<file path="src/source/acq_cfg.svh">
//////////////////////////////////////////////////
// Build-time sizes for the ADC acquisition front end
// Included by the RTL, the package and the testbench
//////////////////////////////////////////////////
`ifndef ACQ_CFG_SVH
`define ACQ_CFG_SVH

// Sample memory address width, giving a 4096-word buffer
`define ACQ_ADDR_W 12
// One ADC word holds two 16-bit samples and a header word is the same width
`define ACQ_WORD_W 32
// Header FIFO depth in words, enough for three complete events
`define ACQ_HDR_DEPTH 16
// Number of header words written for every event
`define ACQ_HDR_WORDS 5

`endif

</file>
<file path="src/source/acq_pkg.sv">
//////////////////////////////////////////////////
// Shared types for the acquisition front end
// Imported by the control, the header FIFO and the testbench
//////////////////////////////////////////////////
`default_nettype none
`include "acq_cfg.svh"

package acq_pkg;

	// Bit positions in the one-hot state vector of the acquisition FSM
	typedef enum logic [3:0] {
		IDLE, INIT, WAIT_TRIG, TRIGGERED, WAIT_POST_TRIG,
		HDR_TRIG_NUM1, HDR_TRIG_NUM2, HDR_BUF_SIZE1, HDR_BUF_SIZE2,
		HDR_CHAN_NUM1, HDR_CHAN_NUM2, HDR_POST_TRIG1, HDR_POST_TRIG2,
		HDR_START_ADR1, HDR_START_ADR2, DONE
	} acq_state_e;

	// Field routed into the header word register
	typedef enum logic [2:0] {
		SEL_TRIG_NUM, SEL_BUF_SIZE, SEL_CHAN_NUM, SEL_POST_TRIG, SEL_START_ADR
	} hdr_sel_e;

	// The start-address word keeps its upper bits at zero
	typedef struct packed {
		logic [`ACQ_WORD_W-`ACQ_ADDR_W-1:0] reserved;
		logic [`ACQ_ADDR_W-1:0]             start_adr;
	} hdr_adr_t;

	// A header word is either a plain value or a start-address word
	typedef union packed {
		logic [`ACQ_WORD_W-1:0] raw;
		hdr_adr_t               adr;
	} hdr_word_u;

endpackage

`default_nettype wire

</file>
<file path="src/source/acq_ctrl_if.sv">
//////////////////////////////////////////////////
// Control strobes from the acquisition FSM to the datapath blocks
// Status and the write address travel back the other way
//////////////////////////////////////////////////
`default_nettype none
`timescale 1ns/1ps
`include "acq_cfg.svh"

interface acq_ctrl_if;
	import acq_pkg::*;

	// Strobes and levels decoded from the FSM state
	logic                   init;
	logic                   run;
	logic                   post_count;
	logic                   latch_start;
	hdr_sel_e               hdr_sel;
	logic                   hdr_wr;
	logic                   trig_adv;
	logic                   trig_load;

	// Results from the address generator
	logic                   post_done;
	logic [`ACQ_ADDR_W-1:0] start_adr;
	logic [`ACQ_ADDR_W-1:0] wr_addr;
	logic                   wr_en;

	modport ctrl (output init, run, post_count, latch_start, hdr_sel, hdr_wr,
		trig_adv, trig_load, input post_done);
	modport addr (input init, run, post_count, latch_start,
		output post_done, start_adr, wr_addr, wr_en);
	modport hdr (input hdr_sel, hdr_wr, trig_adv, trig_load, start_adr);

endinterface

`default_nettype wire

</file>
<file path="src/source/acq_addr_gen.sv">
//////////////////////////////////////////////////
// Circular write address, post-trigger countdown and start address
//////////////////////////////////////////////////
`default_nettype none
`timescale 1ns/1ps
`include "acq_cfg.svh"

module acq_addr_gen (
	input wire                   clk,
	input wire                   rst_sync1,
	input wire [`ACQ_ADDR_W-1:0] post_trig_size,
	input wire [`ACQ_ADDR_W-1:0] buffer_size,
	acq_ctrl_if.addr             bus
);

	// Words still to record after the trigger
	logic [`ACQ_ADDR_W-1:0] post_cnt;

	//////////////////////////////////////////////////
	// Write address and enable
	//////////////////////////////////////////////////
	// The counter wraps at the memory size, which makes the buffer circular
	always_ff @(posedge clk) begin
		if (rst_sync1 || bus.init)
			bus.wr_addr <= '0;
		else if (bus.run)
			bus.wr_addr <= bus.wr_addr + 1'b1;
	end

	// Write enable trails run by one cycle
	always_ff @(posedge clk) begin
		if (rst_sync1)
			bus.wr_en <= 1'b0;
		else
			bus.wr_en <= bus.run;
	end

	//////////////////////////////////////////////////
	// Post-trigger counter and start address
	//////////////////////////////////////////////////
	// Loaded at the start of each acquisition, then held at zero once drained
	always_ff @(posedge clk) begin
		if (rst_sync1)
			post_cnt <= '0;
		else if (bus.init)
			post_cnt <= post_trig_size;
		else if (bus.post_count && post_cnt != '0)
			post_cnt <= post_cnt - 1'b1;
	end

	assign bus.post_done = (post_cnt == '0);

	// Start of the readout window, counted back from the final address mod 4096
	always_ff @(posedge clk) begin
		if (bus.latch_start)
			bus.start_adr <= bus.wr_addr - buffer_size;
	end

	// Outside of init and run the address must hold for the header and readout
	a_addr_hold: assert property (@(posedge clk) disable iff (rst_sync1)
		!bus.run && !bus.init |=> $stable(bus.wr_addr))
		else $error("write address moved outside an acquisition");

endmodule

`default_nettype wire

</file>
<file path="src/flat_wrapper.sv">
// flat-port wrapper written by rule: the top's interface ports become plain ports
module acq_addr_gen_flat 
  (clk, rst_sync1, post_trig_size, buffer_size, bus_init, bus_run, bus_post_count, bus_latch_start, bus_post_done, bus_start_adr, bus_wr_addr, bus_wr_en);
  acq_ctrl_if bus_i ();
  input wire clk;
  input wire rst_sync1;
  input wire [`ACQ_ADDR_W-1:0] post_trig_size;
  input wire [`ACQ_ADDR_W-1:0] buffer_size;
  input wire logic [$bits(bus_i.init)-1:0] bus_init;
  input wire logic [$bits(bus_i.run)-1:0] bus_run;
  input wire logic [$bits(bus_i.post_count)-1:0] bus_post_count;
  input wire logic [$bits(bus_i.latch_start)-1:0] bus_latch_start;
  output wire logic [$bits(bus_i.post_done)-1:0] bus_post_done;
  output wire logic [$bits(bus_i.start_adr)-1:0] bus_start_adr;
  output wire logic [$bits(bus_i.wr_addr)-1:0] bus_wr_addr;
  output wire logic [$bits(bus_i.wr_en)-1:0] bus_wr_en;
  assign bus_i.init = bus_init;
  assign bus_i.run = bus_run;
  assign bus_i.post_count = bus_post_count;
  assign bus_i.latch_start = bus_latch_start;
  assign bus_post_done = bus_i.post_done;
  assign bus_start_adr = bus_i.start_adr;
  assign bus_wr_addr = bus_i.wr_addr;
  assign bus_wr_en = bus_i.wr_en;
  acq_addr_gen u_core (.clk(clk), .rst_sync1(rst_sync1), .post_trig_size(post_trig_size), .buffer_size(buffer_size), .bus(bus_i));
endmodule
</file>
<file path="config.mk">
export PLATFORM = sky130hd
export DESIGN_NAME = acq_addr_gen_flat
export DESIGN_NICKNAME = d
export VERILOG_FILES = /design/src/source/acq_pkg.sv /design/src/source/acq_ctrl_if.sv /design/src/source/acq_addr_gen.sv /design/src/flat_wrapper.sv
export VERILOG_INCLUDE_DIRS = /design/src /design/src/source
export SDC_FILE = /design/constraint.sdc
export NUM_CORES = 1
export LEC_CHECK = 0
export CAP_MARGIN = 20
export CORE_MARGIN = 3
export CORE_UTILIZATION = 57
export CTS_CLUSTER_DIAMETER = 150
export DETAILED_ROUTE_END_ITERATION = 16
export DONT_BUFFER_PORTS = 1
export PLACE_DENSITY_LB_ADDON = 0.05
export SYNTH_ARGS = -nofsm -noshare
export SYNTH_HDL_FRONTEND = slang
export SYNTH_SLANG_ARGS = --single-unit
export TNS_END_PERCENT = 100
</file>
<file path="constraint.sdc">
create_clock -name clk -period 2.4 [get_ports clk]
set_clock_uncertainty 0.1 [all_clocks]
set_input_delay 0.36 -clock clk [delete_from_list [all_inputs] [get_ports clk]]
set_output_delay 0.36 -clock clk [all_outputs]
set_load 0.03 [all_outputs]
</file>
==> results.yml <==
outcome:
  outcome: "finished clean"
drt:
  via_per_inst: 5.850
  routedWlPerCell_um: 15.43
  drc: 0
  drtIter0Drc: 66
  wirelength_um: 4521
  dr.pass1.iters: 5
  ant_nets: 0
  num_vias: 1714
synth:
  netlist_top_cells_count: "27 x nor2_1, 25 x dfxtp_1, 17 x inv_1"
  yosys.area_share.xor_xnor: 0.09027
  synth-edff-count: 12
  synth_compound_area_frac: 0.1512
  synthAdderAreaFrac: 0.09144
  syn-cell-area_um2: 2135
  synth.area.top_cells: "dfxtp_1 23%, edfxtp_1 17%, ha_1 8.2%"
  ys_types: 44
  synth_top_area_cell: "dfxtp_1"
  synth_top_family_by_area: "simple AND/OR/NAND/NOR gates"
  synth_warnings: 0
  synth_most_common_cell: "nor2_1"
  synth_fp_nets: 275
  ys_ff_latch: 37
  synth-simple-area-share: 0.2075
  seq_area_frac_synth: 0.4033
  synthMuxAreaShare: 0.01407
  ys.flop_type: "dfxtp_1"
  synth_top_area_frac: 0.2345
  avgSynthCellArea_um2: 9.281
  ys_async_sr_fraction: 0
  synthCells: 230
global_routing:
  antenna_found_initial: 0
  use_met3: 0.04992
  use_met1: 0.2662
  grt_max_degree: 21
  gr-usage-all-layers: 0.2088
  grt_pass1_vias: 1625
  grt-busiest-layer: "met2"
  grt.overflow.total: 0
  grt_pass1_wl_um: 7086
  grtUsageMet2: 0.3374
timing:
  final_hold_viol_count: 0
  setup-violations-final: 0
  hold_slack_ns: 0.02891
  relSlewSlack: 0.6055
  worstMarginPinSlew_ns: 0.5911
  fmax_mhz: 422.3
  grt_setup_unrepaired: "true"
  period_minus_slack_ns: 2.368
  post-route-period-util: 0.9866
  maxSlewViolCount: 0
  worst_slack_ns: 0.03222
  fin_tns_setup_ns: 0
clock_network:
  htreeDepth: 2
  root_buffer: "clkbuf_8"
  path_clk_slew_ns: 0.08
  cts_tree: "done"
  ctsLongestPathBuffers: 2
  numCtsBuffers: 5
  clock_latency_ns: 0.29
  clkSinkCount: 37
  ctsHoldBuffers: 0
hold_path:
  hold_path_class: "input pin to flop"
power_and_ir_drop:
  power_per_cell_area_nw_per_um2: 616.6
  vdd_ir_drop_max_uv: 411.1
  leakage_nw: 0.9840
die:
  rows: 21
  dieHeight_um: 67.20
  initial_core_util: 0.6154
  core_um2: 3468
  ioPinCount: 56
  die_w_um: 67.20
  die-area_um2: 4515
worst_setup_path:
  critPathKind: "flop to flop"
  max_stage_delay_ns: 0.53
  end_kind: "flop"
  critPathLaunchType: "flop"
  arrival_ns: 2.30
  crit_required_ns: 2.34
  worstPathMaxFanout: 2
  path_cells: "inv_4, ha_4, inv_2, fa_2, a211oi_4, nor3_1, or4_1, a21oi_2, xnor2_1"
  cpMaxStageDelayCell: "or4_1"
final_layout:
  antennaDiodeCount: 0
  utilization: 0.7045
  syn2layout_area_growth_pct: 14.48
  drive_gt1_frac: 0.1538
  layout.nets: 291
placement:
  hpwl_um: 3538
  place.gp.congestion: 0.8226
  dp_slack_ns: -0.003126
  port_buffers: 0
job:
  drv_cap: 0
## sequential cells by signal (all words and copies together), names as in the netlist
name / flops
u_core.bus.wr_addr: 12
u_core.post_cnt: 12
u_core.bus.start_adr: 12
u_core.bus.wr_en: 1
## worst max-delay path: cells and delay by family, from the launching register on
kind	cells	cell delay (ns)
AND/OR/NAND/NOR	2	0.63
adder cells (fa/ha/maj)	2	0.49
AO/OA/AOI/OAI	2	0.40
flip-flops	1	0.35
buffers and inverters	2	0.08
XOR/XNOR	1	0.07
## layout make-up
| type | count | area, um2 |
|---|---|---|
| Clock buffer | 6 | 93.84 |
| Inverter | 17 | 66.31 |
| Sequential cell | 37 | 864.6 |
| Fill cell | 276 | 1025 |
| Clock inverter | 2 | 35.03 |
| Multi-Input combinational cell | 171 | 1221 |
| Timing Repair Buffer | 14 | 105.1 |
| Tap cell | 46 | 57.56 |
## kinds of logic (layout without fill, tap and decap cells)
logic type      Yosys count  in the layout
compound gates           48             48
xor+xnor                 22             22
fa+ha+maj                15             15
buf+inv                  22             39
flops                    37             37
mux                       3              3
simple gates             83             83
## cell usage in the layout, fill, tap and decap left out, types with 3 or more instances in the layout
cell | synthesis | routed
nand2_1 | 15 | 15
xnor2_1 | 12 | 12
ha_1 | 14 | 13
o21ai_0 | 6 | 6
edfxtp_1 | 12 | 12
a21oi_1 | 12 | 11
mux2i_1 | 3 | 3
a211oi_1 | 8 | 7
o21ai_1 | 6 | 6
inv_1 | 17 | 15
buf_4 | 0 | 14
or3_1 | 8 | 8
clkbuf_8 | 0 | 5
nor2_1 | 27 | 26
nand4_1 | 4 | 4
xor2_1 | 10 | 10
dfxtp_1 | 25 | 24
nor2b_1 | 3 | 3
nor3_1 | 7 | 7
nor4_1 | 3 | 3
o21a_1 | 4 | 4
## report_power, final
| group | internal, W | switching, W | leakage [nW] |
|---|---|---|---|
| sequential | 0.000683 | 0.0000507 | 0.323 |
| combinational | 0.0000847 | 0.000106 | 0.595 |
| clock | 0.000371 | 0.000211 | 0.0663 |
## timing repair
item | in CTS | in global routing
endpoints found under the setup margin | 2 | 3
hold endpoints to repair | 0 | 0
setup buffers | 0 | 3
gates resized for setup | 1 | 7
pin swaps | 1 | 1
## path summary, 6_finish.rpt
check / startpoint / end / slack (ns) / depth (start not counted)
setup / recovery: u_core.bus.wr_addr[0]$_SDFFE_PP0P_ / u_core.bus.start_adr[10]$_DFFE_PP_ / 0.03 / 9
hold / removal: rst_sync1 / u_core.post_cnt[0]$_SDFFE_PP0P_ / 0.03 / 1
hold reg to reg: u_core.post_cnt[5]$_SDFFE_PP0P_ / u_core.post_cnt[5]$_SDFFE_PP0P_ / 0.44 / 2
setup reg to reg: u_core.bus.wr_addr[0]$_SDFFE_PP0P_ / u_core.bus.start_adr[10]$_DFFE_PP_ / 0.03 / 9
## layer usage
layer / vias to the layer above / part of all wire
met2: 53 / 0.47
met5: - / 0
li1: 853 / -
met3: 9 / 0.055
met4: 0 / 0.019
met1: 799 / 0.45
## metrics by stage
step           std cells  area, um2  power (W)
3_3_place_gp         282       2263  0.0009159
3_5_place_dp         282       2263  0.0009257
6_report             293       2444   0.001507
5_1_grt              293       2444   0.001568
2_1_floorplan        230       2150  0.0008957
4_1_cts              290       2396   0.001508
Note: power is estimated with default switching activity, not from simulation.
