===== src/source/acq_cfg.svh =====
//////////////////////////////////////////////////
// Build-time sizes for the ADC acquisition front end
// Included by the RTL, the package and the testbench
//////////////////////////////////////////////////
`ifndef ACQ_CFG_SVH
`define ACQ_CFG_SVH

// Sample memory address width, giving a 4096-word buffer
`define ACQ_ADDR_W 12
// One ADC word holds two 16-bit samples and a header word is the same width
`define ACQ_WORD_W 32
// Header FIFO depth in words, enough for three complete events
`define ACQ_HDR_DEPTH 16
// Number of header words written for every event
`define ACQ_HDR_WORDS 5

`endif


===== src/source/acq_pkg.sv =====
//////////////////////////////////////////////////
// Shared types for the acquisition front end
// Imported by the control, the header FIFO and the testbench
//////////////////////////////////////////////////
`default_nettype none
`include "acq_cfg.svh"

package acq_pkg;

	// Bit positions in the one-hot state vector of the acquisition FSM
	typedef enum logic [3:0] {
		IDLE, INIT, WAIT_TRIG, TRIGGERED, WAIT_POST_TRIG,
		HDR_TRIG_NUM1, HDR_TRIG_NUM2, HDR_BUF_SIZE1, HDR_BUF_SIZE2,
		HDR_CHAN_NUM1, HDR_CHAN_NUM2, HDR_POST_TRIG1, HDR_POST_TRIG2,
		HDR_START_ADR1, HDR_START_ADR2, DONE
	} acq_state_e;

	// Field routed into the header word register
	typedef enum logic [2:0] {
		SEL_TRIG_NUM, SEL_BUF_SIZE, SEL_CHAN_NUM, SEL_POST_TRIG, SEL_START_ADR
	} hdr_sel_e;

	// The start-address word keeps its upper bits at zero
	typedef struct packed {
		logic [`ACQ_WORD_W-`ACQ_ADDR_W-1:0] reserved;
		logic [`ACQ_ADDR_W-1:0]             start_adr;
	} hdr_adr_t;

	// A header word is either a plain value or a start-address word
	typedef union packed {
		logic [`ACQ_WORD_W-1:0] raw;
		hdr_adr_t               adr;
	} hdr_word_u;

endpackage

`default_nettype wire


===== src/source/acq_ctrl_if.sv =====
//////////////////////////////////////////////////
// Control strobes from the acquisition FSM to the datapath blocks
// Status and the write address travel back the other way
//////////////////////////////////////////////////
`default_nettype none
`timescale 1ns/1ps
`include "acq_cfg.svh"

interface acq_ctrl_if;
	import acq_pkg::*;

	// Strobes and levels decoded from the FSM state
	logic                   init;
	logic                   run;
	logic                   post_count;
	logic                   latch_start;
	hdr_sel_e               hdr_sel;
	logic                   hdr_wr;
	logic                   trig_adv;
	logic                   trig_load;

	// Results from the address generator
	logic                   post_done;
	logic [`ACQ_ADDR_W-1:0] start_adr;
	logic [`ACQ_ADDR_W-1:0] wr_addr;
	logic                   wr_en;

	modport ctrl (output init, run, post_count, latch_start, hdr_sel, hdr_wr,
		trig_adv, trig_load, input post_done);
	modport addr (input init, run, post_count, latch_start,
		output post_done, start_adr, wr_addr, wr_en);
	modport hdr (input hdr_sel, hdr_wr, trig_adv, trig_load, start_adr);

endinterface

`default_nettype wire


===== src/source/acq_control.sv =====
//////////////////////////////////////////////////
// Input synchronizers and the one-hot acquisition FSM
// Drives every strobe on the control interface
//////////////////////////////////////////////////
`default_nettype none
`timescale 1ns/1ps

module acq_control (
	input  wire      clk,
	input  wire      rst_sync1,
	input  wire      arm,
	input  wire      trig,
	input  wire      trig_num_we,
	output logic     done,
	acq_ctrl_if.ctrl bus
);
	import acq_pkg::*;

	// Two flops per asynchronous input
	logic arm_s1;
	logic arm_s2;
	logic trig_s1;
	logic trig_s2;
	logic trig_num_we_s1;
	logic trig_num_we_s2;

	// One bit per state, indexed by acq_state_e
	logic [DONE:IDLE] state;
	logic [DONE:IDLE] next;

	//////////////////////////////////////////////////
	// Synchronizers
	//////////////////////////////////////////////////
	always_ff @(posedge clk) begin
		if (rst_sync1) begin
			arm_s1         <= 1'b0;
			arm_s2         <= 1'b0;
			trig_s1        <= 1'b0;
			trig_s2        <= 1'b0;
			trig_num_we_s1 <= 1'b0;
			trig_num_we_s2 <= 1'b0;
		end else begin
			arm_s1         <= arm;
			arm_s2         <= arm_s1;
			trig_s1        <= trig;
			trig_s2        <= trig_s1;
			trig_num_we_s1 <= trig_num_we;
			trig_num_we_s2 <= trig_num_we_s1;
		end
	end

	//////////////////////////////////////////////////
	// State register and next-state logic
	//////////////////////////////////////////////////
	// Withdrawing arm sends the FSM back to IDLE from any state
	always_ff @(posedge clk) begin
		if (rst_sync1 || !arm_s2) begin
			state       <= '0;
			state[IDLE] <= 1'b1;
		end else begin
			state <= next;
		end
	end

	// Only the two wait states branch, the header states walk straight through
	always_comb begin
		next = '0;
		case (1'b1)
			state[IDLE]:           next[INIT] = 1'b1;
			state[INIT]:           next[WAIT_TRIG] = 1'b1;
			state[WAIT_TRIG]:      next[trig_s2 ? TRIGGERED : WAIT_TRIG] = 1'b1;
			state[TRIGGERED]:      next[WAIT_POST_TRIG] = 1'b1;
			state[WAIT_POST_TRIG]: next[bus.post_done ? HDR_TRIG_NUM1 : WAIT_POST_TRIG] = 1'b1;
			state[HDR_TRIG_NUM1]:  next[HDR_TRIG_NUM2] = 1'b1;
			state[HDR_TRIG_NUM2]:  next[HDR_BUF_SIZE1] = 1'b1;
			state[HDR_BUF_SIZE1]:  next[HDR_BUF_SIZE2] = 1'b1;
			state[HDR_BUF_SIZE2]:  next[HDR_CHAN_NUM1] = 1'b1;
			state[HDR_CHAN_NUM1]:  next[HDR_CHAN_NUM2] = 1'b1;
			state[HDR_CHAN_NUM2]:  next[HDR_POST_TRIG1] = 1'b1;
			state[HDR_POST_TRIG1]: next[HDR_POST_TRIG2] = 1'b1;
			state[HDR_POST_TRIG2]: next[HDR_START_ADR1] = 1'b1;
			state[HDR_START_ADR1]: next[HDR_START_ADR2] = 1'b1;
			state[HDR_START_ADR2]: next[DONE] = 1'b1;
			// DONE holds until arm drops
			default:               next[DONE] = 1'b1;
		endcase
	end

	//////////////////////////////////////////////////
	// Strobe decode
	//////////////////////////////////////////////////
	assign bus.init        = state[INIT];
	assign bus.run         = state[WAIT_TRIG] | state[TRIGGERED] | state[WAIT_POST_TRIG];
	assign bus.post_count  = state[TRIGGERED] | state[WAIT_POST_TRIG];
	assign bus.latch_start = state[HDR_TRIG_NUM1];
	// The trigger number advances only after its own header word is in the FIFO
	assign bus.trig_adv    = state[HDR_BUF_SIZE1];
	assign bus.trig_load   = trig_num_we_s2;
	// Second state of each pair pushes the word registered in the first
	assign bus.hdr_wr      = state[HDR_TRIG_NUM2] | state[HDR_BUF_SIZE2] | state[HDR_CHAN_NUM2]
		| state[HDR_POST_TRIG2] | state[HDR_START_ADR2];
	assign done            = state[DONE];

	// Both states of a pair select the same field
	always_comb begin
		if (state[HDR_BUF_SIZE1] || state[HDR_BUF_SIZE2])
			bus.hdr_sel = SEL_BUF_SIZE;
		else if (state[HDR_CHAN_NUM1] || state[HDR_CHAN_NUM2])
			bus.hdr_sel = SEL_CHAN_NUM;
		else if (state[HDR_POST_TRIG1] || state[HDR_POST_TRIG2])
			bus.hdr_sel = SEL_POST_TRIG;
		else if (state[HDR_START_ADR1] || state[HDR_START_ADR2])
			bus.hdr_sel = SEL_START_ADR;
		else
			bus.hdr_sel = SEL_TRIG_NUM;
	end

	// Exactly one state bit is set on every cycle out of reset
	a_state_onehot: assert property (@(posedge clk) disable iff (rst_sync1) $onehot(state))
		else $error("acquisition FSM state vector is not one-hot");

endmodule

`default_nettype wire


===== src/flat_wrapper.sv =====
// flat-port wrapper written by rule: the top's interface ports become plain ports
module acq_control_flat import acq_pkg::*;
  (clk, rst_sync1, arm, trig, trig_num_we, done, bus_init, bus_run, bus_post_count, bus_latch_start, bus_hdr_sel, bus_hdr_wr, bus_trig_adv, bus_trig_load, bus_post_done);
  acq_ctrl_if bus_i ();
  input  wire clk;
  input  wire rst_sync1;
  input  wire arm;
  input  wire trig;
  input  wire trig_num_we;
  output logic done;
  output wire logic [$bits(bus_i.init)-1:0] bus_init;
  output wire logic [$bits(bus_i.run)-1:0] bus_run;
  output wire logic [$bits(bus_i.post_count)-1:0] bus_post_count;
  output wire logic [$bits(bus_i.latch_start)-1:0] bus_latch_start;
  output wire logic [$bits(bus_i.hdr_sel)-1:0] bus_hdr_sel;
  output wire logic [$bits(bus_i.hdr_wr)-1:0] bus_hdr_wr;
  output wire logic [$bits(bus_i.trig_adv)-1:0] bus_trig_adv;
  output wire logic [$bits(bus_i.trig_load)-1:0] bus_trig_load;
  input wire logic [$bits(bus_i.post_done)-1:0] bus_post_done;
  assign bus_init = bus_i.init;
  assign bus_run = bus_i.run;
  assign bus_post_count = bus_i.post_count;
  assign bus_latch_start = bus_i.latch_start;
  assign bus_hdr_sel = bus_i.hdr_sel;
  assign bus_hdr_wr = bus_i.hdr_wr;
  assign bus_trig_adv = bus_i.trig_adv;
  assign bus_trig_load = bus_i.trig_load;
  assign bus_i.post_done = bus_post_done;
  acq_control u_core (.clk(clk), .rst_sync1(rst_sync1), .arm(arm), .trig(trig), .trig_num_we(trig_num_we), .done(done), .bus(bus_i));
endmodule

===== config.mk =====
export PLATFORM = sky130hd
export DESIGN_NAME = acq_control_flat
export DESIGN_NICKNAME = d
export VERILOG_FILES = /design/src/source/acq_pkg.sv /design/src/source/acq_ctrl_if.sv /design/src/source/acq_control.sv /design/src/flat_wrapper.sv
export VERILOG_INCLUDE_DIRS = /design/src /design/src/source
export SDC_FILE = /design/constraint.sdc
export NUM_CORES = 1
export LEC_CHECK = 0
export BUFFER_PORTS_ARGS = -buffer_cell sky130_fd_sc_hd__buf_2
export CAP_MARGIN = 5
export CORE_ASPECT_RATIO = 1.4
export CORE_MARGIN = 4
export CORE_UTILIZATION = 40
export CTS_CLUSTER_DIAMETER = 200
export CTS_CLUSTER_SIZE = 10
export DETAILED_ROUTE_END_ITERATION = 16
export SYNTH_ARGS = -nofsm -noshare
export SYNTH_HDL_FRONTEND = slang
export SYNTH_SLANG_ARGS = --single-unit

===== constraint.sdc =====
create_clock -name clk -period 1.5 [get_ports clk]
set_input_delay 0.15 -clock clk [delete_from_list [all_inputs] [get_ports clk]]
set_output_delay 0.15 -clock clk [all_outputs]
set_load 0.03 [all_outputs]

==> flow_summary.toml, run 1 <==
[outcome]
status = "complete, but fails checks"
failed_checks = "setup timing"

[detailed_routing]
ant_nets = 0
vias_per_cell = 5.09
route.detailed.drc = 0
postRouteWirelength_um = 1600
vias = 621
routedWlPerCell_um = 13.1
drt-pass1-iter-count = 4
drt_iter0_drc = 6

[cells_and_area]
nets = 108
fin_util = 0.536
n_fill_cell = 187
design_area_mm2 = 0.00108
area_delta_synth_final_pct = 25.3
n_antenna_cell = 0
drive_above_1_share = 0.535

[sta]
setup_slack_ns = -0.154
min_period_ns = 1.65
tightest_slew_ns = 0.252
period_share = 1.10
grt_setup_unrepaired = "true"
final_max_slew_viol_count = 0
hold_viol = 0
slew_headroom = 0.832
setup-violations-final = 1
tns_ns = -0.154
clock_skew_ns = 0.00645
fmax_ghz = 0.605

[synth]
yosysWarnings = 0
ys_async_sr_fraction = 0
synth_cell_types = 25
synth-main-ff-cell = "dfxtp_1"
synth-seq-cells = 22
synth_area_leader_cell = "dfxtp_1"
syn_inst = 78
synth_top_cell_area_share = 0.509
synth_edf_count = 0
synth_nets = 84
yosysSeqAreaShare = 0.509
syn_area_um2 = 865
ys_top_cells_by_area = "dfxtp_1 51%, nor4_2 12%, nand2b_1 3.6%, or4b_2 3.5%, and2b_1 3.5%"
syn_area_per_cell_um2 = 11.1

[power]
vdd_drop_max_uv = 580
intPower_mw = 0.753
power.total_mw = 0.941
swShare = 0.199
clockPowerShare = 0.342
p_leak_nw = 0.437
power_frac_seq = 0.634
cellPowerDensity_mw_per_mm2 = 868
netSwitchingPower_mw = 0.187
power_frac_comb = 0.025

[placement]
placed_cell_area_um2 = 997
place_hpwl_um = 1090
io_buffers = 16
routabilityCongestion = 0.716
place_ws_ns = 0.104

[setup_path]
crit_path_top_delay_cell = "or4_4"
timing.critical_path.buf_inv = 1
path_max_fanout = 2
path_cells = "or4_4, nor4_4, buf_4"
cpPeakStageDelay_ns = 0.55
startpoint_type = "register"
worst_ep_arrival_time_ns = 1.50
required_ns = 1.35
crit_path_end_kind = "primary output"
crit_type = "reg -> out"
critPathTopFamily = "simple AND/OR/NAND/NOR gates"

[floorplan]
die_h_um = 63.0
die_area_mm2 = 0.00298
core_mm2 = 0.00202
start_util = 0.428
die_x_um = 47.3
std_cell_rows = 19
pin_count = 17

[global_routing]
grt_pass1_wl_um = 2470
grt_usage = 0.111
grt_pass1_vias = 606
grt_max_degree = 14
overflow = 0
antenna_found_initial = 0

[cts]
root_buffer = "clkbuf_4"
clk_latency_ns = 0.30
clk_pin_slew_ns = 0.12
ctsHtreeMaxLevel = 1
cts_made_buffers = 3
hold_buffers = 0
clock_path_buffers = 2
cts_tree = "yes"
cts.sinks = 22

[flow_run]
drv_cap = 0

[min_path]
hold_path_class = "in -> reg"
[worst reg2reg max path, stage by stage (launching register included)]
cell and delay (ns):
dfxtp_2 0.34, or4_4 0.55, buf_4 0.18, nor4_2 0.25
[placed cells by master (no fill, tap or decap), types with 3 or more instances in the layout]
cell	instances
nor2_1	6
dfxtp_2	6
nand2_1	3
and2b_1	4
buf_6	3
buf_4	6
nand2b_1	5
nor4_2	8
or4b_2	3
inv_1	5
dfxtp_1	16
clkbuf_4	3
buf_2	13
[final cells by class]
type / instances / area [um^2] / share of cell area
Inverter: 5 / 18.8 / 0.0173
Sequential cell: 22 / 448 / 0.413
Timing Repair Buffer: 22 / 144 / 0.133
Clock buffer: 4 / 36.3 / 0.0335
Tap cell: 21 / 26.3 / 0.0242
Multi-Input combinational cell: 48 / 410 / 0.379
[per-stage QoR]
stage	hold slack (ns)	std cells
5_1_grt	0.0222	122
3_5_place_dp	0.361	117
3_3_place_gp	0.354	117
2_1_floorplan	0.222	78
6_report	0.0432	122
4_1_cts	0.0344	123
[cells by family after synthesis]
group | after synthesis | synth area share
AND/OR/NAND/NOR | 44 | 0.398
AO/OA/AOI/OAI | 4 | 0.0405
buffers and inverters | 8 | 0.0521
flip-flops | 22 | 0.509
[repair_timing]
action                     CTS  global route
setup endpoints to repair    2             6
buffers inserted             2             0
gates resized for setup      8             9
[per-layer routing]
metal | vias up | share of wire | GRT usage
met2 | 10 | 0.53 | 0.190
li1 | 321 | - | -
met5 | - | 0 | 0
met1 | 288 | 0.43 | 0.121
met3 | 2 | 0.036 | 0.0259
met4 | 0 | 0.0056 | 0.0519
[path summary, 6_finish.rpt]
path	start	to	slack, ns	cells past startpoint
min reg2reg	u_core.trig_num_we_s1	u_core.bus.trig_load	0.44	1
min	trig	u_core.trig_s1	0.04	2
max reg2reg	u_core.state[8]	u_core.state[14]	0.11	3
max	u_core.state[8]	bus_hdr_sel[2]	-0.15	3
[state kept, by name (all words and copies together), names as in the netlist]
| register | flops |
|---|---|
| u_core.trig_num_we_s1 | 1 |
| u_core.arm_s1 | 1 |
| u_core.trig_s1 | 1 |
| u_core.bus.trig_load | 1 |
| u_core.trig_s2 | 1 |
| u_core.state | 16 |
| u_core.arm_s2 | 1 |
[power by group through the flow]
| stage | Sequential (mW) | Clock [mW] | Combinational (mW) |
|---|---|---|---|
| final | 0.596 | 0.321 | 0.0233 |
| after global routing | 0.597 | 0.361 | 0.0253 |
| after CTS | 0.596 | 0.333 | 0.0238 |
| after detailed placement | 0.609 | 0 | 0.0238 |
| after global placement | 0.609 | 0 | 0.0230 |
| after floorplan | 0.612 | 0 | 0.00907 |
[cell usage after synthesis, drive strengths merged, types with 2 or more instances]
cell type / count
nor4: 9
buf: 2
or4b: 4
inv: 5
nor2b: 2
nand2b: 5
a211oi: 2
nor2: 7
and2b: 4
nor3: 3
dfxtp: 22
or4: 3
nand2: 3
No activity file was read; power rests on OpenSTA's default activity.
==> run 2: changes to the inputs <==
--- a/config.mk
+++ b/config.mk
@@ -6,6 +6,7 @@
 export SDC_FILE = /design/constraint.sdc
 export NUM_CORES = 1
 export LEC_CHECK = 0
+export ABC_AREA = 1
 export BUFFER_PORTS_ARGS = -buffer_cell sky130_fd_sc_hd__buf_2
 export CAP_MARGIN = 5
 export CORE_ASPECT_RATIO = 1.4
==> run 2 against run 1 <==
Compared with the run above: the flow now finishes without violations; register-to-register slack improved by 0.37 ns; clock power fell by 22%; power down 7.0%; setup slack better by 0.27 ns; critical path depth is 2 higher; non-clock buffer count down 5.
==> flow_summary.toml, run 2 <==
[floorplan]
die_area_mm2 = 0.00268
die_h_um = 59.7
core_mm2 = 0.00180
std_cell_rows = 18
start_util = 0.424
pin_count = 17
die_x_um = 44.9

[detailed_routing]
ant_nets = 0
postRouteWirelength_um = 1220
wl_met2_um = 622
wl_met1_um = 468
route.detailed.drc = 0
drt_iter0_drc = 9
routed.top_layer = "met4"
drt-pass1-iter-count = 4
vias_per_cell = 4.57
vias = 621
routedWlPerCell_um = 8.98
met3WireLength_um = 86

[cts]
cts.sinks = 22
clock_path_buffers = 2
ctsHtreeMaxLevel = 1
cts_tree = "yes"
cts_made_buffers = 3
clk_pin_slew_ns = 0.11
clk_latency_ns = 0.30
root_buffer = "clkbuf_4"

[min_path]
min_to = "u_core.trig_num_we_s1"
hold_path_class = "in -> reg"
hold_depth = 3
hold_start = "trig_num_we"

[synth]
syn_area_um2 = 764
synth_top_cell_area_share = 0.576
syn_area_per_cell_um2 = 7.96
synth_area_leader_cell = "dfxtp_1"
ys_top_cells_by_area = "dfxtp_1 58%, nor2_1 13%, inv_1 8.3%, nand2_1 4.4%, nand3_1 3.9%"
synth_cell_types = 13
synth_common_cells = "26 x nor2_1, 22 x dfxtp_1, 17 x inv_1"
synth_edf_count = 0
synth-seq-cells = 22
syn_inst = 96
synth_nets = 102
synth-main-ff-cell = "dfxtp_1"
yosysWarnings = 0
yosysSeqAreaShare = 0.576
synth.most_common_cell = "nor2_1"
ys_async_sr_fraction = 0

[setup_path]
cpPeakStageDelay_ns = 0.36
crit_path_end_kind = "primary output"
r2r_start = "u_core.state[4]"
r2r_cells = 5
path_cells = "nor2_4, inv_1, nor2_2, o21a_1, buf_4"
crit_type = "reg -> out"
r2r-end = "u_core.state[13]"
critPathTopFamily = "flip-flops"
startpoint_type = "register"
required_ns = 1.35
crit_path_top_delay_cell = "dfxtp_2"
path_max_fanout = 3
timing.critical_path.buf_inv = 2
worst_ep_arrival_time_ns = 1.24
timing.reg2reg.setup_slack_ns = 0.48

[global_routing]
grt_max_degree = 12
grt_pass1_vias = 587
antenna_found_initial = 0
grt_pass1_wl_um = 2150
grt_usage = 0.107
overflow = 0

[cells_and_area]
seqCellArea_um2 = 442
regMostFlops = "u_core.state"
nets = 124
multi_input_area_um2 = 264
area_delta_synth_final_pct = 20.1
drive_above_1_share = 0.276
n_antenna_cell = 0
largest_reg_flops = 16
fin_util = 0.510
final_cell_mix = "22 x nor2_1, 21 x dfxtp_1, 17 x inv_1"
final_common_cell = "nor2_1"
design_area_um2 = 918
n_fill_cell = 181

[outcome]
status = "finished clean"

[sta]
tns_ns = 0
hold_viol = 0
min_period_ns = 1.39
final_max_slew_viol_count = 0
fmax_ghz = 0.721
period_share = 0.925
setup-violations-final = 0
slew_headroom = 0.843
tightest_slew_ns = 0.235
hold_slack_ns = 0.0464
grt_setup_unrepaired = "false"
clock_skew_ns = 0.00357

[placement]
place_hpwl_um = 973
placed_cell_area_um2 = 870
io_buffers = 16
routabilityCongestion = 0.778

[power]
vdd_drop_max_uv = 541
cellPowerDensity_mw_per_mm2 = 953
p_leak_nw = 0.459

[flow_run]
drv_cap = 0
run 2: changes by cell type after synthesis, moves of 4 or more:
cell / change
and2b_1: -4
inv_1: +12
nand2_1: +6
nand2b_1: -5
nand3_1: +6
nor2_1: +19
nor3_1: +4
nor4_2: -8
run 2: worst max-delay path by stage:
stage	from	to	slack, ns	cells past startpoint
floorplan	u_core.state[10]	bus_hdr_sel[0]	0.15	3
global placement	u_core.state[10]	bus_hdr_sel[2]	0.36	5
detailed placement	u_core.state[8]	bus_hdr_sel[2]	0.34	5
CTS	u_core.state[8]	bus_hdr_sel[2]	0.02	5
global route	u_core.state[10]	bus_hdr_sel[2]	0.005	5
finish	u_core.state[7]	bus_hdr_sel[2]	0.11	5
run 2: logic make-up (layout without fill, tap and decap cells):
logic type	after synthesis	after routing	synth area share
buffers and inverters	20	40	0.0982
AND/OR/NAND/NOR	51	51	0.303
AO/OA/AOI/OAI	3	3	0.0229
flip-flops	22	22	0.576
run 2: cell type report:
type	count	share of cell area
clock buffers	3	0.0245
inverters	20	0.0817
multi-input cells	54	0.287
flip-flops and latches	22	0.481
well taps	20	0.0272
repair buffers	17	0.0981
run 2: what timing repair did:
action,in CTS,in global routing
pin swaps,0,1
hold buffers,0,0
cloned,0,0
setup endpoints to repair,1,2
gates resized for setup,1,6
setup buffers,0,1
run 2: metal layers:
layer	up-vias	global-route usage
met5	-	0
met4	0	0.0628
met3	5	0.0211
met2	16	0.194
met1	277	0.109
li1	323	-
run 2: tightest hold or removal path, delay by kind of cell:
| family | cells | cell delay [ns] |
|---|---|---|
| buffers and inverters | 2 | 0.10 |
| and+or+nand+nor | 1 | 0.06 |
run 2: metrics by stage:
step | setup slack [ns] | power [mW] | std cells
final | 0.113 | 0.875 | 136
after global routing | 0.00547 | 0.912 | 136
after CTS | 0.0239 | 0.886 | 135
after detailed placement | 0.345 | 0.638 | 132
after global placement | 0.364 | 0.637 | 132
after floorplan | 0.147 | 0.625 | 96
run 2: power by group:
| group | switching, mW | internal (mW) | total [mW] |
|---|---|---|---|
| logic | 0.0166 | 0.0109 | 0.0275 |
| clock network | 0.158 | 0.0936 | 0.251 |
| registers | 0.00363 | 0.593 | 0.596 |
