<file path="config.mk">
export PLATFORM = sky130hd
export DESIGN_NAME = acq_header_fifo_flat
export DESIGN_NICKNAME = d
export VERILOG_FILES = /design/src/source/acq_pkg.sv /design/src/source/acq_ctrl_if.sv /design/src/source/acq_header_fifo.sv /design/src/flat_wrapper.sv
export VERILOG_INCLUDE_DIRS = /design/src /design/src/source
export SDC_FILE = /design/constraint.sdc
export NUM_CORES = 1
export LEC_CHECK = 0
export ABC_CLOCK_PERIOD_IN_PS = 8550
export BUFFER_PORTS_ARGS = -buffer_cell sky130_fd_sc_hd__buf_4
export CAP_MARGIN = 5
export CORE_MARGIN = 10
export CORE_UTILIZATION = 65
export CTS_BUF_LIST = sky130_fd_sc_hd__clkbuf_2 sky130_fd_sc_hd__clkbuf_4 sky130_fd_sc_hd__clkbuf_8
export CTS_CLUSTER_SIZE = 10
export DETAILED_ROUTE_END_ITERATION = 8
export PLACE_DENSITY = 0.86
export SLEW_MARGIN = 15
export SYNTH_ARGS = -nofsm -noshare
export SYNTH_HDL_FRONTEND = slang
export SYNTH_SLANG_ARGS = --single-unit
</file>
<file path="constraint.sdc">
create_clock -name clk -period 8.55 [get_ports clk]
set_clock_uncertainty 0.05 [all_clocks]
set_input_delay 0.855 -clock clk [delete_from_list [all_inputs] [get_ports clk]]
set_output_delay 0.855 -clock clk [all_outputs]
set_load 0.03 [all_outputs]
</file>
<file path="src/source/acq_cfg.svh">
//////////////////////////////////////////////////
// Build-time sizes for the ADC acquisition front end
// Included by the RTL, the package and the testbench
//////////////////////////////////////////////////
`ifndef ACQ_CFG_SVH
`define ACQ_CFG_SVH

// Sample memory address width, giving a 4096-word buffer
`define ACQ_ADDR_W 12
// One ADC word holds two 16-bit samples and a header word is the same width
`define ACQ_WORD_W 32
// Header FIFO depth in words, enough for three complete events
`define ACQ_HDR_DEPTH 16
// Number of header words written for every event
`define ACQ_HDR_WORDS 5

`endif

</file>
<file path="src/source/acq_pkg.sv">
//////////////////////////////////////////////////
// Shared types for the acquisition front end
// Imported by the control, the header FIFO and the testbench
//////////////////////////////////////////////////
`default_nettype none
`include "acq_cfg.svh"

package acq_pkg;

	// Bit positions in the one-hot state vector of the acquisition FSM
	typedef enum logic [3:0] {
		IDLE, INIT, WAIT_TRIG, TRIGGERED, WAIT_POST_TRIG,
		HDR_TRIG_NUM1, HDR_TRIG_NUM2, HDR_BUF_SIZE1, HDR_BUF_SIZE2,
		HDR_CHAN_NUM1, HDR_CHAN_NUM2, HDR_POST_TRIG1, HDR_POST_TRIG2,
		HDR_START_ADR1, HDR_START_ADR2, DONE
	} acq_state_e;

	// Field routed into the header word register
	typedef enum logic [2:0] {
		SEL_TRIG_NUM, SEL_BUF_SIZE, SEL_CHAN_NUM, SEL_POST_TRIG, SEL_START_ADR
	} hdr_sel_e;

	// The start-address word keeps its upper bits at zero
	typedef struct packed {
		logic [`ACQ_WORD_W-`ACQ_ADDR_W-1:0] reserved;
		logic [`ACQ_ADDR_W-1:0]             start_adr;
	} hdr_adr_t;

	// A header word is either a plain value or a start-address word
	typedef union packed {
		logic [`ACQ_WORD_W-1:0] raw;
		hdr_adr_t               adr;
	} hdr_word_u;

endpackage

`default_nettype wire

</file>
<file path="src/source/acq_ctrl_if.sv">
//////////////////////////////////////////////////
// Control strobes from the acquisition FSM to the datapath blocks
// Status and the write address travel back the other way
//////////////////////////////////////////////////
`default_nettype none
`timescale 1ns/1ps
`include "acq_cfg.svh"

interface acq_ctrl_if;
	import acq_pkg::*;

	// Strobes and levels decoded from the FSM state
	logic                   init;
	logic                   run;
	logic                   post_count;
	logic                   latch_start;
	hdr_sel_e               hdr_sel;
	logic                   hdr_wr;
	logic                   trig_adv;
	logic                   trig_load;

	// Results from the address generator
	logic                   post_done;
	logic [`ACQ_ADDR_W-1:0] start_adr;
	logic [`ACQ_ADDR_W-1:0] wr_addr;
	logic                   wr_en;

	modport ctrl (output init, run, post_count, latch_start, hdr_sel, hdr_wr,
		trig_adv, trig_load, input post_done);
	modport addr (input init, run, post_count, latch_start,
		output post_done, start_adr, wr_addr, wr_en);
	modport hdr (input hdr_sel, hdr_wr, trig_adv, trig_load, start_adr);

endinterface

`default_nettype wire

</file>
<file path="src/source/acq_header_fifo.sv">
//////////////////////////////////////////////////
// Trigger number, header word register and header FIFO
// Read from outside through hdr_rd and hdr_rd_data
//////////////////////////////////////////////////
`default_nettype none
`timescale 1ns/1ps
`include "acq_cfg.svh"

module acq_header_fifo (
	input  wire                    clk,
	input  wire                    rst_sync1,
	input  wire [`ACQ_WORD_W-1:0]  buffer_size,
	input  wire [`ACQ_WORD_W-1:0]  channel_num,
	input  wire [`ACQ_WORD_W-1:0]  post_trig_size,
	input  wire [`ACQ_WORD_W-1:0]  initial_trig_num,
	input  wire                    hdr_rd,
	output logic [`ACQ_WORD_W-1:0] current_trig_num,
	output logic [`ACQ_WORD_W-1:0] hdr_rd_data,
	output logic                   hdr_empty,
	output logic                   hdr_overflow,
	acq_ctrl_if.hdr                bus
);
	import acq_pkg::*;

	localparam int PTR_W = $clog2(`ACQ_HDR_DEPTH);

	hdr_word_u              hdr_next;
	hdr_word_u              hdr_q;
	logic [`ACQ_WORD_W-1:0] fifo_mem [`ACQ_HDR_DEPTH];
	logic [PTR_W-1:0]       rd_ptr;
	logic [PTR_W-1:0]       wr_idx;
	logic [PTR_W:0]         count;
	logic                   full;
	logic                   push;
	logic                   pop;

	// Register load wins over the per-event increment
	always_ff @(posedge clk) begin
		if (rst_sync1)
			current_trig_num <= '0;
		else if (bus.trig_load)
			current_trig_num <= initial_trig_num;
		else if (bus.trig_adv)
			current_trig_num <= current_trig_num + 1'b1;
	end

	//////////////////////////////////////////////////
	// Header word selection
	//////////////////////////////////////////////////
	always_comb begin
		hdr_next.raw = current_trig_num;
		case (bus.hdr_sel)
			SEL_BUF_SIZE:  hdr_next.raw = buffer_size;
			SEL_CHAN_NUM:  hdr_next.raw = channel_num;
			SEL_POST_TRIG: hdr_next.raw = post_trig_size;
			SEL_START_ADR: begin
				hdr_next.adr.reserved  = '0;
				hdr_next.adr.start_adr = bus.start_adr;
			end
			default:       hdr_next.raw = current_trig_num;
		endcase
	end

	always_ff @(posedge clk) begin
		hdr_q <= hdr_next;
	end

	//////////////////////////////////////////////////
	// FIFO storage
	//////////////////////////////////////////////////
	// The write slot sits count entries past the head, wrapping with the depth
	assign wr_idx    = rd_ptr + count[PTR_W-1:0];
	assign full      = (count == (PTR_W+1)'(`ACQ_HDR_DEPTH));
	assign hdr_empty = (count == '0);
	assign push      = bus.hdr_wr && !full;
	assign pop       = hdr_rd && !hdr_empty;

	always_ff @(posedge clk) begin
		if (push)
			fifo_mem[wr_idx] <= hdr_q.raw;
	end

	always_ff @(posedge clk) begin
		if (rst_sync1) begin
			rd_ptr       <= '0;
			count        <= '0;
			hdr_overflow <= 1'b0;
		end else begin
			if (pop)
				rd_ptr <= rd_ptr + 1'b1;
			if (push && !pop)
				count <= count + 1'b1;
			else if (pop && !push)
				count <= count - 1'b1;
			// Sticky until reset, the dropped word is lost
			if (bus.hdr_wr && full)
				hdr_overflow <= 1'b1;
		end
	end

	// Head word shows without a read latency
	assign hdr_rd_data = fifo_mem[rd_ptr];

	a_no_pop_empty: assert property (@(posedge clk) disable iff (rst_sync1) hdr_rd |-> !hdr_empty)
		else $error("header FIFO read while empty");
	a_hdr_overflow: assert property (@(posedge clk) disable iff (rst_sync1) bus.hdr_wr |-> !full)
		else $warning("header FIFO full, header word dropped");

endmodule

`default_nettype wire

</file>
<file path="src/flat_wrapper.sv">
// flat-port wrapper written by rule: the top's interface ports become plain ports
module acq_header_fifo_flat import acq_pkg::*;
  (clk, rst_sync1, buffer_size, channel_num, post_trig_size, initial_trig_num, hdr_rd, current_trig_num, hdr_rd_data, hdr_empty, hdr_overflow, bus_hdr_sel, bus_hdr_wr, bus_trig_adv, bus_trig_load, bus_start_adr);
  acq_ctrl_if bus_i ();
  input  wire clk;
  input  wire rst_sync1;
  input  wire [`ACQ_WORD_W-1:0] buffer_size;
  input  wire [`ACQ_WORD_W-1:0] channel_num;
  input  wire [`ACQ_WORD_W-1:0] post_trig_size;
  input  wire [`ACQ_WORD_W-1:0] initial_trig_num;
  input  wire hdr_rd;
  output logic [`ACQ_WORD_W-1:0] current_trig_num;
  output logic [`ACQ_WORD_W-1:0] hdr_rd_data;
  output logic hdr_empty;
  output logic hdr_overflow;
  input wire logic [$bits(bus_i.hdr_sel)-1:0] bus_hdr_sel;
  input wire logic [$bits(bus_i.hdr_wr)-1:0] bus_hdr_wr;
  input wire logic [$bits(bus_i.trig_adv)-1:0] bus_trig_adv;
  input wire logic [$bits(bus_i.trig_load)-1:0] bus_trig_load;
  input wire logic [$bits(bus_i.start_adr)-1:0] bus_start_adr;
  assign bus_i.hdr_sel = bus_hdr_sel;
  assign bus_i.hdr_wr = bus_hdr_wr;
  assign bus_i.trig_adv = bus_trig_adv;
  assign bus_i.trig_load = bus_trig_load;
  assign bus_i.start_adr = bus_start_adr;
  acq_header_fifo u_core (.clk(clk), .rst_sync1(rst_sync1), .buffer_size(buffer_size), .channel_num(channel_num), .post_trig_size(post_trig_size), .initial_trig_num(initial_trig_num), .hdr_rd(hdr_rd), .current_trig_num(current_trig_num), .hdr_rd_data(hdr_rd_data), .hdr_empty(hdr_empty), .hdr_overflow(hdr_overflow), .bus(bus_i));
endmodule
</file>
==> metrics.txt, run 1 <==
Final Cycle Share=between 50% and 60%; All-Layer GR Usage=between 20 and 30%; ys flop type=edfxtp_1; CP Class=flop to output pin; Crit. End Element=output pin; DRC viols=0; worst-path maximum fanout=33; setup repair bufs after CTS=0; syn_area_per_cell=around 19 um2; vias=13,800; #FFs+latches synth=just under 600; Fill cells=1,767; sequential share of the synthesized area=between 70% and 80%; number of vias per cell=around 6.7; Net Count, Synth=1,415; initial antenna violation count=0; worst skew pair latency=around 650 ps; Critical Path RT=between 7000 and 8000 ps; Yosys warning count=0; Post-DRT Antenna Nets=0; row count=69; DP Cell Count=around 1,900; Worst-Margin Slew=approximately 1200 ps; H-tree depth=3; Critical R2R Launch=u_core.count[1]$_SDFFE_PP0P_; hpwl dp=approximately 39,000 um; CTS max path bufs=3; DR WL/cell=around 30 um; Leak Pwr=approximately 9.4 nW; Worst slew margin=between 20% and 30%; Core Area=roughly 36,000 um2; # setup viols final=0; post-route cell area=27,800 um2; Final Hold Fails=0; Unique masters post-synth=53; Die H=between 200 and 250 um; P&R area growth vs syn=17.3%; most common cell after layout, fill and taps aside=edfxtp_1; max_cap viols=0; RSZ-0062 raised after global routing=false; antenna cells=0; clk sinks=590; Worst R2R End=u_core.fifo_mem[7][14]$_DFFE_PP_; Non-Filler Instances=between 2,000 and 2,500; Peak VDD IR=approximately 0.14 mV; Die Area=between 40,000 and 50,000 um2; Die X=roughly 210 um; R2R Setup Slk=approximately 4900 ps; Hold Path Class=input port to flop; cells after synthesis=between 1,000 and 1,500; Hold WS=~400 ps; Place WS=4270 ps; CTS clk-pin slew, worst paths=~60 ps; area of the mapped netlist=roughly 24,000 um2; status=finished, final reports clean; Starting Density=between 60% and 70%; Nets=around 1,700; Max Clock Freq=~220 MHz; Tmin final=4590 ps; ys async rst share=0%; Worst Setup EP=hdr_rd_data[30]; CTS Hold Bufs=0; TritonCTS clock tree=done; I/O pins=about 220; grt total ovfl=0; IO Port Bufs=~210; Placement Cell Area=26,000 um2; total power=~8 mW; setup ws final=~4000 ps; fin util=77.7%; share of layout cells above drive strength 1=39.2%; final wirelength=about 60,000 um; largest net degree at the start of global routing=72; DRT Pass-1 Iters=5; EDFF count, synth=512; GPL Wtd Cong=between 0.9 and 1; Fin Setup TNS=0 ps; CTS buffer count=88; Resize count post-CTS=0; Critical Path Source Type=flop; crit path DAT=approximately 3700 ps; 1st-iter DRT viols=1,659; CTS root buf=clkbuf_8; vias in the first global route=~14,000; first-pass GRT wire length=a little over 90,000 um; Slew Viols, Final=0; PwrDens=between 200 and 300 nW/um2; Reg2Reg Depth=5; most frequent cells in the layout=edfxtp_1, buf_4, mux4_2
logic make-up after synthesis:
family	share of synthesized area, %
compound gates	4.31
flops	71.3
mux	16.8
xor+xnor	0.885
buf+inv	1.42
simple gates	4.62
fa+ha+maj	0.643
Yosys cell counts, types with 5 or more instances:
master	number	area [um2]
o211ai_1	17	128
edfxtp_1	512	15400
o221a_2	21	236
xor2_1	14	123
or4_1	9	67.6
and4_1	5	43.8
a21oi_1	34	170
nand4_1	5	31.3
mux2_2	13	146
clkbuf_1	52	195
dfxtp_1	78	1560
nor2_1	63	236
o31ai_1	6	45.0
xnor2_1	10	87.6
a211oi_1	12	90.1
inv_1	10	37.5
nor4_1	12	75.1
a22oi_1	12	90.1
buf_1	16	60.1
ha_1	9	113
mux2i_1	24	240
nand2_1	35	131
a311oi_1	10	87.6
buf_2	9	45.0
nor3_1	22	110
mux4_2	160	3600
nand3_1	27	135
critical path, stage by stage (launching register included):
cell     delay [ps]
dfxtp_4         770
buf_12          300
buf_4           590
mux4_2          610
mux4_2          530
buf_4           200
power by group:
group / internal, mW / total (mW) / switching (mW)
Clock: 1.26 / 2.32 / 1.06
Combinational: 0.969 / 2.10 / 1.13
Sequential: 3.55 / 3.82 / 0.273
Total: 5.77 / 8.24 / 2.47
registers in the layout, summed over array words and instances (netlist names), named ones only:
signal / count
u_core.hdr_overflow: 1
u_core.count: 5
u_core.hdr_q: 32
u_core.current_trig_num: 32
u_core.fifo_mem: 512
u_core.rd_ptr: 4
worst min path at each step:
stage	startpoint	to	slack [ps]	depth (start not counted)
global route	initial_trig_num[1]	u_core.current_trig_num[1]$_SDFFE_PP0P_	380	3
finish	initial_trig_num[1]	u_core.current_trig_num[1]$_SDFFE_PP0P_	400	3
global placement	u_core.hdr_overflow$_SDFFE_PP0P_	u_core.hdr_overflow$_SDFFE_PP0P_	410	2
floorplan	u_core.count[3]$_SDFFE_PP0P_	u_core.count[3]$_SDFFE_PP0P_	460	2
detailed placement	u_core.hdr_overflow$_SDFFE_PP0P_	u_core.hdr_overflow$_SDFFE_PP0P_	450	2
CTS	initial_trig_num[1]	u_core.current_trig_num[1]$_SDFFE_PP0P_	370	3
final cells by class:
cell class / count / area (um2) / area share (%)
Clock buffer: 133 / 1670 / 5.99
Multi-Input combinational cell: 578 / 6560 / 23.6
Inverter: 10 / 37.5 / 0.135
Sequential cell: 590 / 16900 / 60.9
Clock inverter: 29 / 174 / 0.625
Tap cell: 461 / 577 / 2.07
Timing Repair Buffer: 249 / 1880 / 6.76
metal layers:
layer	vias to the layer above	wire length (um)	track usage, %
li1	5757	-	-
met1	6915	22400	35.6
met2	978	30800	45.9
met3	112	6870	8.01
met4	0	1470	8.52
met5	-	0	0
Power figures use the tool's default switching activity.
==> inputs of run 2 (changes only) <==
ABC_CLOCK_PERIOD_IN_PS = 4550   (was 8550)
CORE_UTILIZATION = 62   (was 65)
PLACE_DENSITY = 0.83   (was 0.86)
clock period = 4.55 ns   (was 8.55 ns; I/O delays follow)
==> run 2 against run 1 <==
Setup slack lost 3000 ps; combinational power rose by 92%; clock power grew 94%; non-clock buffer count is 5 higher; global-route usage is 1.9 points lower; routed wire length is 2.0% lower; count of clock-buffer cells in the layout grew 3; die area up 4.4%; via count decreased by 0.86%; critical endpoint is now hdr_rd_data[29]; final cell count up 2.9%; sequential share of layout area decreased by 0.36 points; critical path type unchanged; first-iteration DRC count shrank 13%.
==> metrics.txt, run 2 (synthesized netlist as in run 1, its figures left out) <==
Die H=216 um (+2.2%); Worst slew margin=18.1% (-2.1 points); CTS clk-pin slew, worst paths=60 ps (about the same); Core Area=37,800 um2 (+5.4%); worst skew pair latency=640 ps (about the same); Resize count post-CTS=0 (unchanged); Critical Path Source Type=flop; number of vias per cell=6.47 (-3.6%); max_cap viols=0 (unchanged); total power=15.6 mW (+90%); Top Registers=u_core.fifo_mem x512, u_core.current_trig_num x32, u_core.hdr_q x32; hpwl dp=37,700 um (-3.6%); largest net degree at the start of global routing=57 (-21%); Final Hold Fails=0 (unchanged); vias=13,600 (-0.86%); Fill cells=2,115 (+20%); Worst-Margin Slew=1230 ps (+42.2 ps); CTS max path bufs=3 (unchanged); Final Cycle Share=around four fifths; Tmin final=between 3000 and 4000 ps; status=finished, final reports clean; most common cell after layout, fill and taps aside=edfxtp_1; GPL Wtd Cong=0.888 (-5.0%); Die X=216 um (+2.2%); P&R area growth vs syn=17.9%; Slew Viols, Final=0 (unchanged); Leak Pwr=9.43 nW (+0.66%); most frequent cells in the layout=edfxtp_1, buf_4, mux4_2; CTS root buf=clkbuf_8; max FFs per register=512 (unchanged); first-pass GRT wire length=91,300 um (-0.14%); grt total ovfl=0 (unchanged); Crit. End Element=output pin; # setup viols final=0 (unchanged); Hold Path Class=input port to flop; setup repair bufs after CTS=0 (unchanged); I/O pins=215 (unchanged); Starting Density=62.9% (-3.4 points); TritonCTS clock tree=done; DRT Pass-1 Iters=5 (unchanged); Critical Path RT=4050 ps (-3600 ps); DR WL/cell=28.6 um (-4.8%); CTS Hold Bufs=1 (+1); Max Clock Freq=between 200 and 300 MHz; clk sinks=590 (unchanged); final wirelength=60,300 um (-2.0%); RSZ-0062 raised after global routing=false; Post-DRT Antenna Nets=0 (unchanged); H-tree depth=3 (unchanged); PwrDens=558 nW/um2 (+89%); vias in the first global route=14,500 (+1.5%); Nets=1,683 (+0.36%); 1st-iter DRT viols=1,446 (-13%); IO Port Bufs=214 (unchanged); initial antenna violation count=2 (+2); DRC viols=0 (unchanged); Biggest register=u_core.fifo_mem; All-Layer GR Usage=26.0% (-1.9 points); Die Area=46,500 um2 (+4.4%); CP Class=flop to output pin; CTS buffer count=89 (+1.1%); row count=71 (+2.9%); Peak VDD IR=0.317 mV (+120%); crit path DAT=3080 ps (-610 ps); Fin Setup TNS=0 ps (unchanged); worst-path maximum fanout=22 (-33%); share of layout cells above drive strength 1=39.5% (+0.30 points)
[run 2: cell types whose count changed in the layout (fill, tap and decap cells not counted), moves of 2 or more]
cell,delta
buf_12,+2
buf_4,+2
bufinv_16,+3
clkbuf_4,+15
clkbuf_8,-12
clkinv_1,-2
clkinvlp_4,-2
inv_12,+2
[run 2: final timing paths]
path / slack, ps / to / from / cells past startpoint
max: 960 / hdr_rd_data[29] / flop / 4
min: 30 / u_core.current_trig_num[1]$_SDFFE_PP0P_ / initial_trig_num[1] / 3
max reg2reg: 1300 / u_core.count[4]$_SDFFE_PP0P_ / u_core.count[1]$_SDFFE_PP0P_ / 9
min reg2reg: 430 / u_core.hdr_overflow$_SDFFE_PP0P_ / u_core.hdr_overflow$_SDFFE_PP0P_ / 2
[run 2: area by class of cell]
class	instances	area, um2	area share, %
clock buffer	136	1620	5.77
inverter	10	37.5	0.134
sequential	590	16900	60.5
clock inverter	29	267	0.952
antenna	1	2.50	0.00893
multi-input combinational	578	6550	23.4
tap	511	639	2.28
timing repair buffer	254	1950	6.95
[run 2: where the power goes]
group / internal, mW / switching, mW
Combinational: 1.84 / 2.20
Clock: 2.47 / 2.02
Sequential: 6.66 / 0.439
Total: 11.0 / 4.66
[run 2: metrics by stage]
step | hold WS (ps) | util [%] | cell area [um2] | setup WS, ps | std cells
after global routing | 31.3 | 74.2 | 28000 | 799 | 2108
after floorplan | 459 | - | 23700 | 240 | 1255
after global placement | 414 | 69.2 | 26100 | 1340 | 1942
final | 30.8 | 74.2 | 28000 | 964 | 2109
after detailed placement | 419 | 69.2 | 26100 | 1330 | 1942
after CTS | 1.40 | 74.2 | 28000 | 887 | 2108
[run 2: worst max-delay path: stages, from the launching register on]
cell and delay [ps]:
dfxtp_4 650, buf_4 440, mux4_2 570, mux4_2 540, buf_4 200
[run 2: metal layers]
layer	part of all wire, %	vias up	global-route usage (%)
met5	0	-	0
met4	2.6	0	8.71
met3	10	95	6.31
met2	50	828	42.2
met1	38	6942	34.2
li1	-	5778	-
==> inputs of run 3 (changes only) <==
ABC_AREA = 1   (was default)
ABC_CLOCK_PERIOD_IN_PS = 3100   (was 4550)
CORE_UTILIZATION = 56   (was 62)
PLACE_DENSITY = 0.79   (was 0.83)
clock period = 3.1 ns   (was 4.55 ns; I/O delays follow)
==> run 3 against run 2 <==
Hold slack better by 14 ps; critical path depth is 2 higher; flip-flop and latch count stayed put; sequential share of layout area down 3.8 points; sequential power up 48%; count of clock-buffer cells in the layout down 22; power up 50%; global-route usage down 1.6 points; synthesized cell count increased by 72%; final cell count rose by 49%; register-to-register slack worse by 870 ps.
==> metrics.txt, run 3 <==
status=finished, final reports clean; #FFs+latches synth=590 (unchanged); EDFF count, synth=512 (unchanged); DRT Pass-1 Iters=6 (+1); Yosys warning count=0 (unchanged); Max Clock Freq=roughly 340 MHz; Min-Delay Endpoint=u_core.current_trig_num[1]$_SDFFE_PP0P_; TritonCTS clock tree=done; Worst R2R End=u_core.fifo_mem[5][19]$_DFFE_PP_; DRC viols=0 (unchanged); I/O pins=215 (unchanged); Most Used Layer, Global Route=met2; Net Count, Synth=2,324 (+64%); share of layout cells above drive strength 1=17.6% (-22 points); max_cap viols=0 (unchanged); sequential share of the synthesized area=69.0% (-2.3 points); number of vias per cell=5.86 (-9.4%); CTS buffer count=86 (-3.4%); Tmin final=2970 ps; first-pass GRT wire length=102,000 um (+12%); Die X=229 um (+6.3%); top cell type's share of synthesized area=62.7% (-2.1 points); IO Port Bufs=214 (unchanged); Peak VDD IR=0.437 mV (+38%); largest net degree at the start of global routing=129 (+130%); Critical R2R Launch=u_core.count[0]$_SDFFE_PP0P_; Crit. End Element=output pin; row count=76 (+7.0%); CTS clk-pin slew, worst paths=60 ps (about the same); R2R Setup Slk=430 ps (-870 ps); syn_area_per_cell=11.3 um2 (-40%); min-delay src=bus_trig_adv; Biggest register=u_core.fifo_mem; Die H=229 um (+6.3%); largest cells by area after synthesis=edfxtp_1, nor2_1, dfxtp_1; Unique masters post-synth=32 (-40%); ys async rst share=0% (unchanged); Nets=2,653 (+58%); Hold WS=44.9 ps (+14.1 ps); Top Registers=u_core.fifo_mem x512, u_core.current_trig_num x32, u_core.hdr_q x32; most instantiated cells after synthesis=edfxtp_1, nor2_1, nand2_1, o21ai_0, o211ai_1; CP Class=flop to output pin; worst hold stages=6 (+3); 1st-iter DRT viols=1,980 (+37%); Final Cycle Share=between 90% and 100%; Starting Density=56.8% (-6.1 points); GPL Wtd Cong=0.851 (-4.1%); worst skew pair latency=630 ps (about the same); Leak Pwr=10.6 nW (+13%); # setup viols final=0 (unchanged); Synth area leader=edfxtp_1; CTS max path bufs=3 (unchanged); Reg2Reg Depth=6 (-3); setup ws final=125 ps (-839 ps); worst-path maximum fanout=78 (+250%); post-route cell area=29,900 um2 (+6.7%); Worst-Margin Slew=800 ps (-429 ps); Slew Viols, Final=0 (unchanged); P&R area growth vs syn=21.8%; Post-DRT Antenna Nets=0 (unchanged); Critical Path Source Type=flop; Place WS=473 ps (-852 ps); vias in the first global route=18,700 (+29%); hpwl dp=41,400 um (+9.9%); total power=23.4 mW (+50%); M1 GR Usage=31.2% (-3.0 points); Core Area=43,200 um2 (+14%); met3 GRT Util=6.06% (-0.25 points); All-Layer GR Usage=24.5% (-1.6 points); vias=18,400 (+35%); most frequent cells in the layout=edfxtp_1, nor2_1, nand2_1; PwrDens=782 nW/um2 (+40%); most frequent cell after synthesis=edfxtp_1; CTS root buf=clkbuf_8; cells after synthesis=2,164 (+72%); crit path DAT=2610 ps (-470 ps); final wirelength=67,200 um (+12%); Die Area=52,600 um2 (+13%); most common cell after layout, fill and taps aside=edfxtp_1; area of the mapped netlist=24,500 um2 (+3.3%); grt total ovfl=0 (unchanged); max FFs per register=512 (unchanged); Placement Cell Area=27,000 um2 (+3.4%); ys flop type=edfxtp_1; Worst slew margin=46.6% (+29 points); clk sinks=590 (unchanged); met2 Use GR=39.7% (-2.5 points); fin util=69.2% (-4.9 points); H-tree depth=3 (unchanged); DR WL/cell=21.4 um (-25%); Final Hold Fails=0 (unchanged); initial antenna violation count=1 (-1); Hold Path Class=input port to flop; Critical Path RT=2740 ps (-1310 ps)
run 3: how the worst max path moves through the flow:
stage / startpoint / to / cells past startpoint
global route: flop / hdr_rd_data[13] / 6
CTS: flop / hdr_rd_data[13] / 6
floorplan: u_core.count[0]$_SDFFE_PP0P_ / u_core.fifo_mem[2][0]$_DFFE_PP_ / 6
global placement: u_core.count[0]$_SDFFE_PP0P_ / u_core.fifo_mem[5][23]$_DFFE_PP_ / 6
finish: flop / hdr_rd_data[13] / 6
detailed placement: u_core.count[0]$_SDFFE_PP0P_ / u_core.fifo_mem[5][17]$_DFFE_PP_ / 6
run 3: metal layers:
| layer | vias to the layer above | share of wire, % |
|---|---|---|
| met5 | - | 0 |
| met4 | 0 | 2.6 |
| met3 | 116 | 11 |
| met2 | 1079 | 48 |
| met1 | 8849 | 39 |
| li1 | 8403 | - |
run 3: critical path: stages (launching register included):
cell and delay [ps]:
dfxtp_4 540, buf_12 320, o21ai_0 190, o211ai_1 420, nand3_1 150, nand2_1 110, buf_4 160
run 3: what timing repair did:
action,in CTS,in global routing
endpoints found under the hold margin,65,0
hold buffers,100,0
gates resized for setup,4,3
pin swaps,0,0
endpoints found under the setup margin,7,21
buffers inserted,0,4
cloned,0,2
run 3: layout make-up:
type	instances	area [um2]
clock buffer	114	1430
tap	585	732
timing repair inverter	1	11.3
clock inverter	43	369
antenna	1	2.50
fill	2934	13300
multi-input combinational	1385	6860
timing repair buffer	370	3300
inverter	59	248
sequential	590	16900
run 3: cell families (layout without fill, tap and decap cells):
kind of cell	Yosys count	count (layout)	share of synthesized area [%]
other cells	0	1	0
compound gates	509	509	12.3
fa+ha+maj	11	11	0.622
flops	590	590	69.0
buf+inv	189	587	3.56
xor+xnor	19	19	0.678
simple gates	846	846	13.8
run 3: where the power goes:
group          switching (mW)  internal, mW
registers               0.613          9.84
logic                    4.36          2.12
clock network            2.87          3.58
total                    7.84          15.5
run 3: through the flow:
step | cells | TNS [ps]
final | 3148 | 0
after CTS | 3141 | 0
after detailed placement | 2884 | 0
after floorplan | 2164 | -17150
after global placement | 2884 | 0
after global routing | 3148 | -26.9
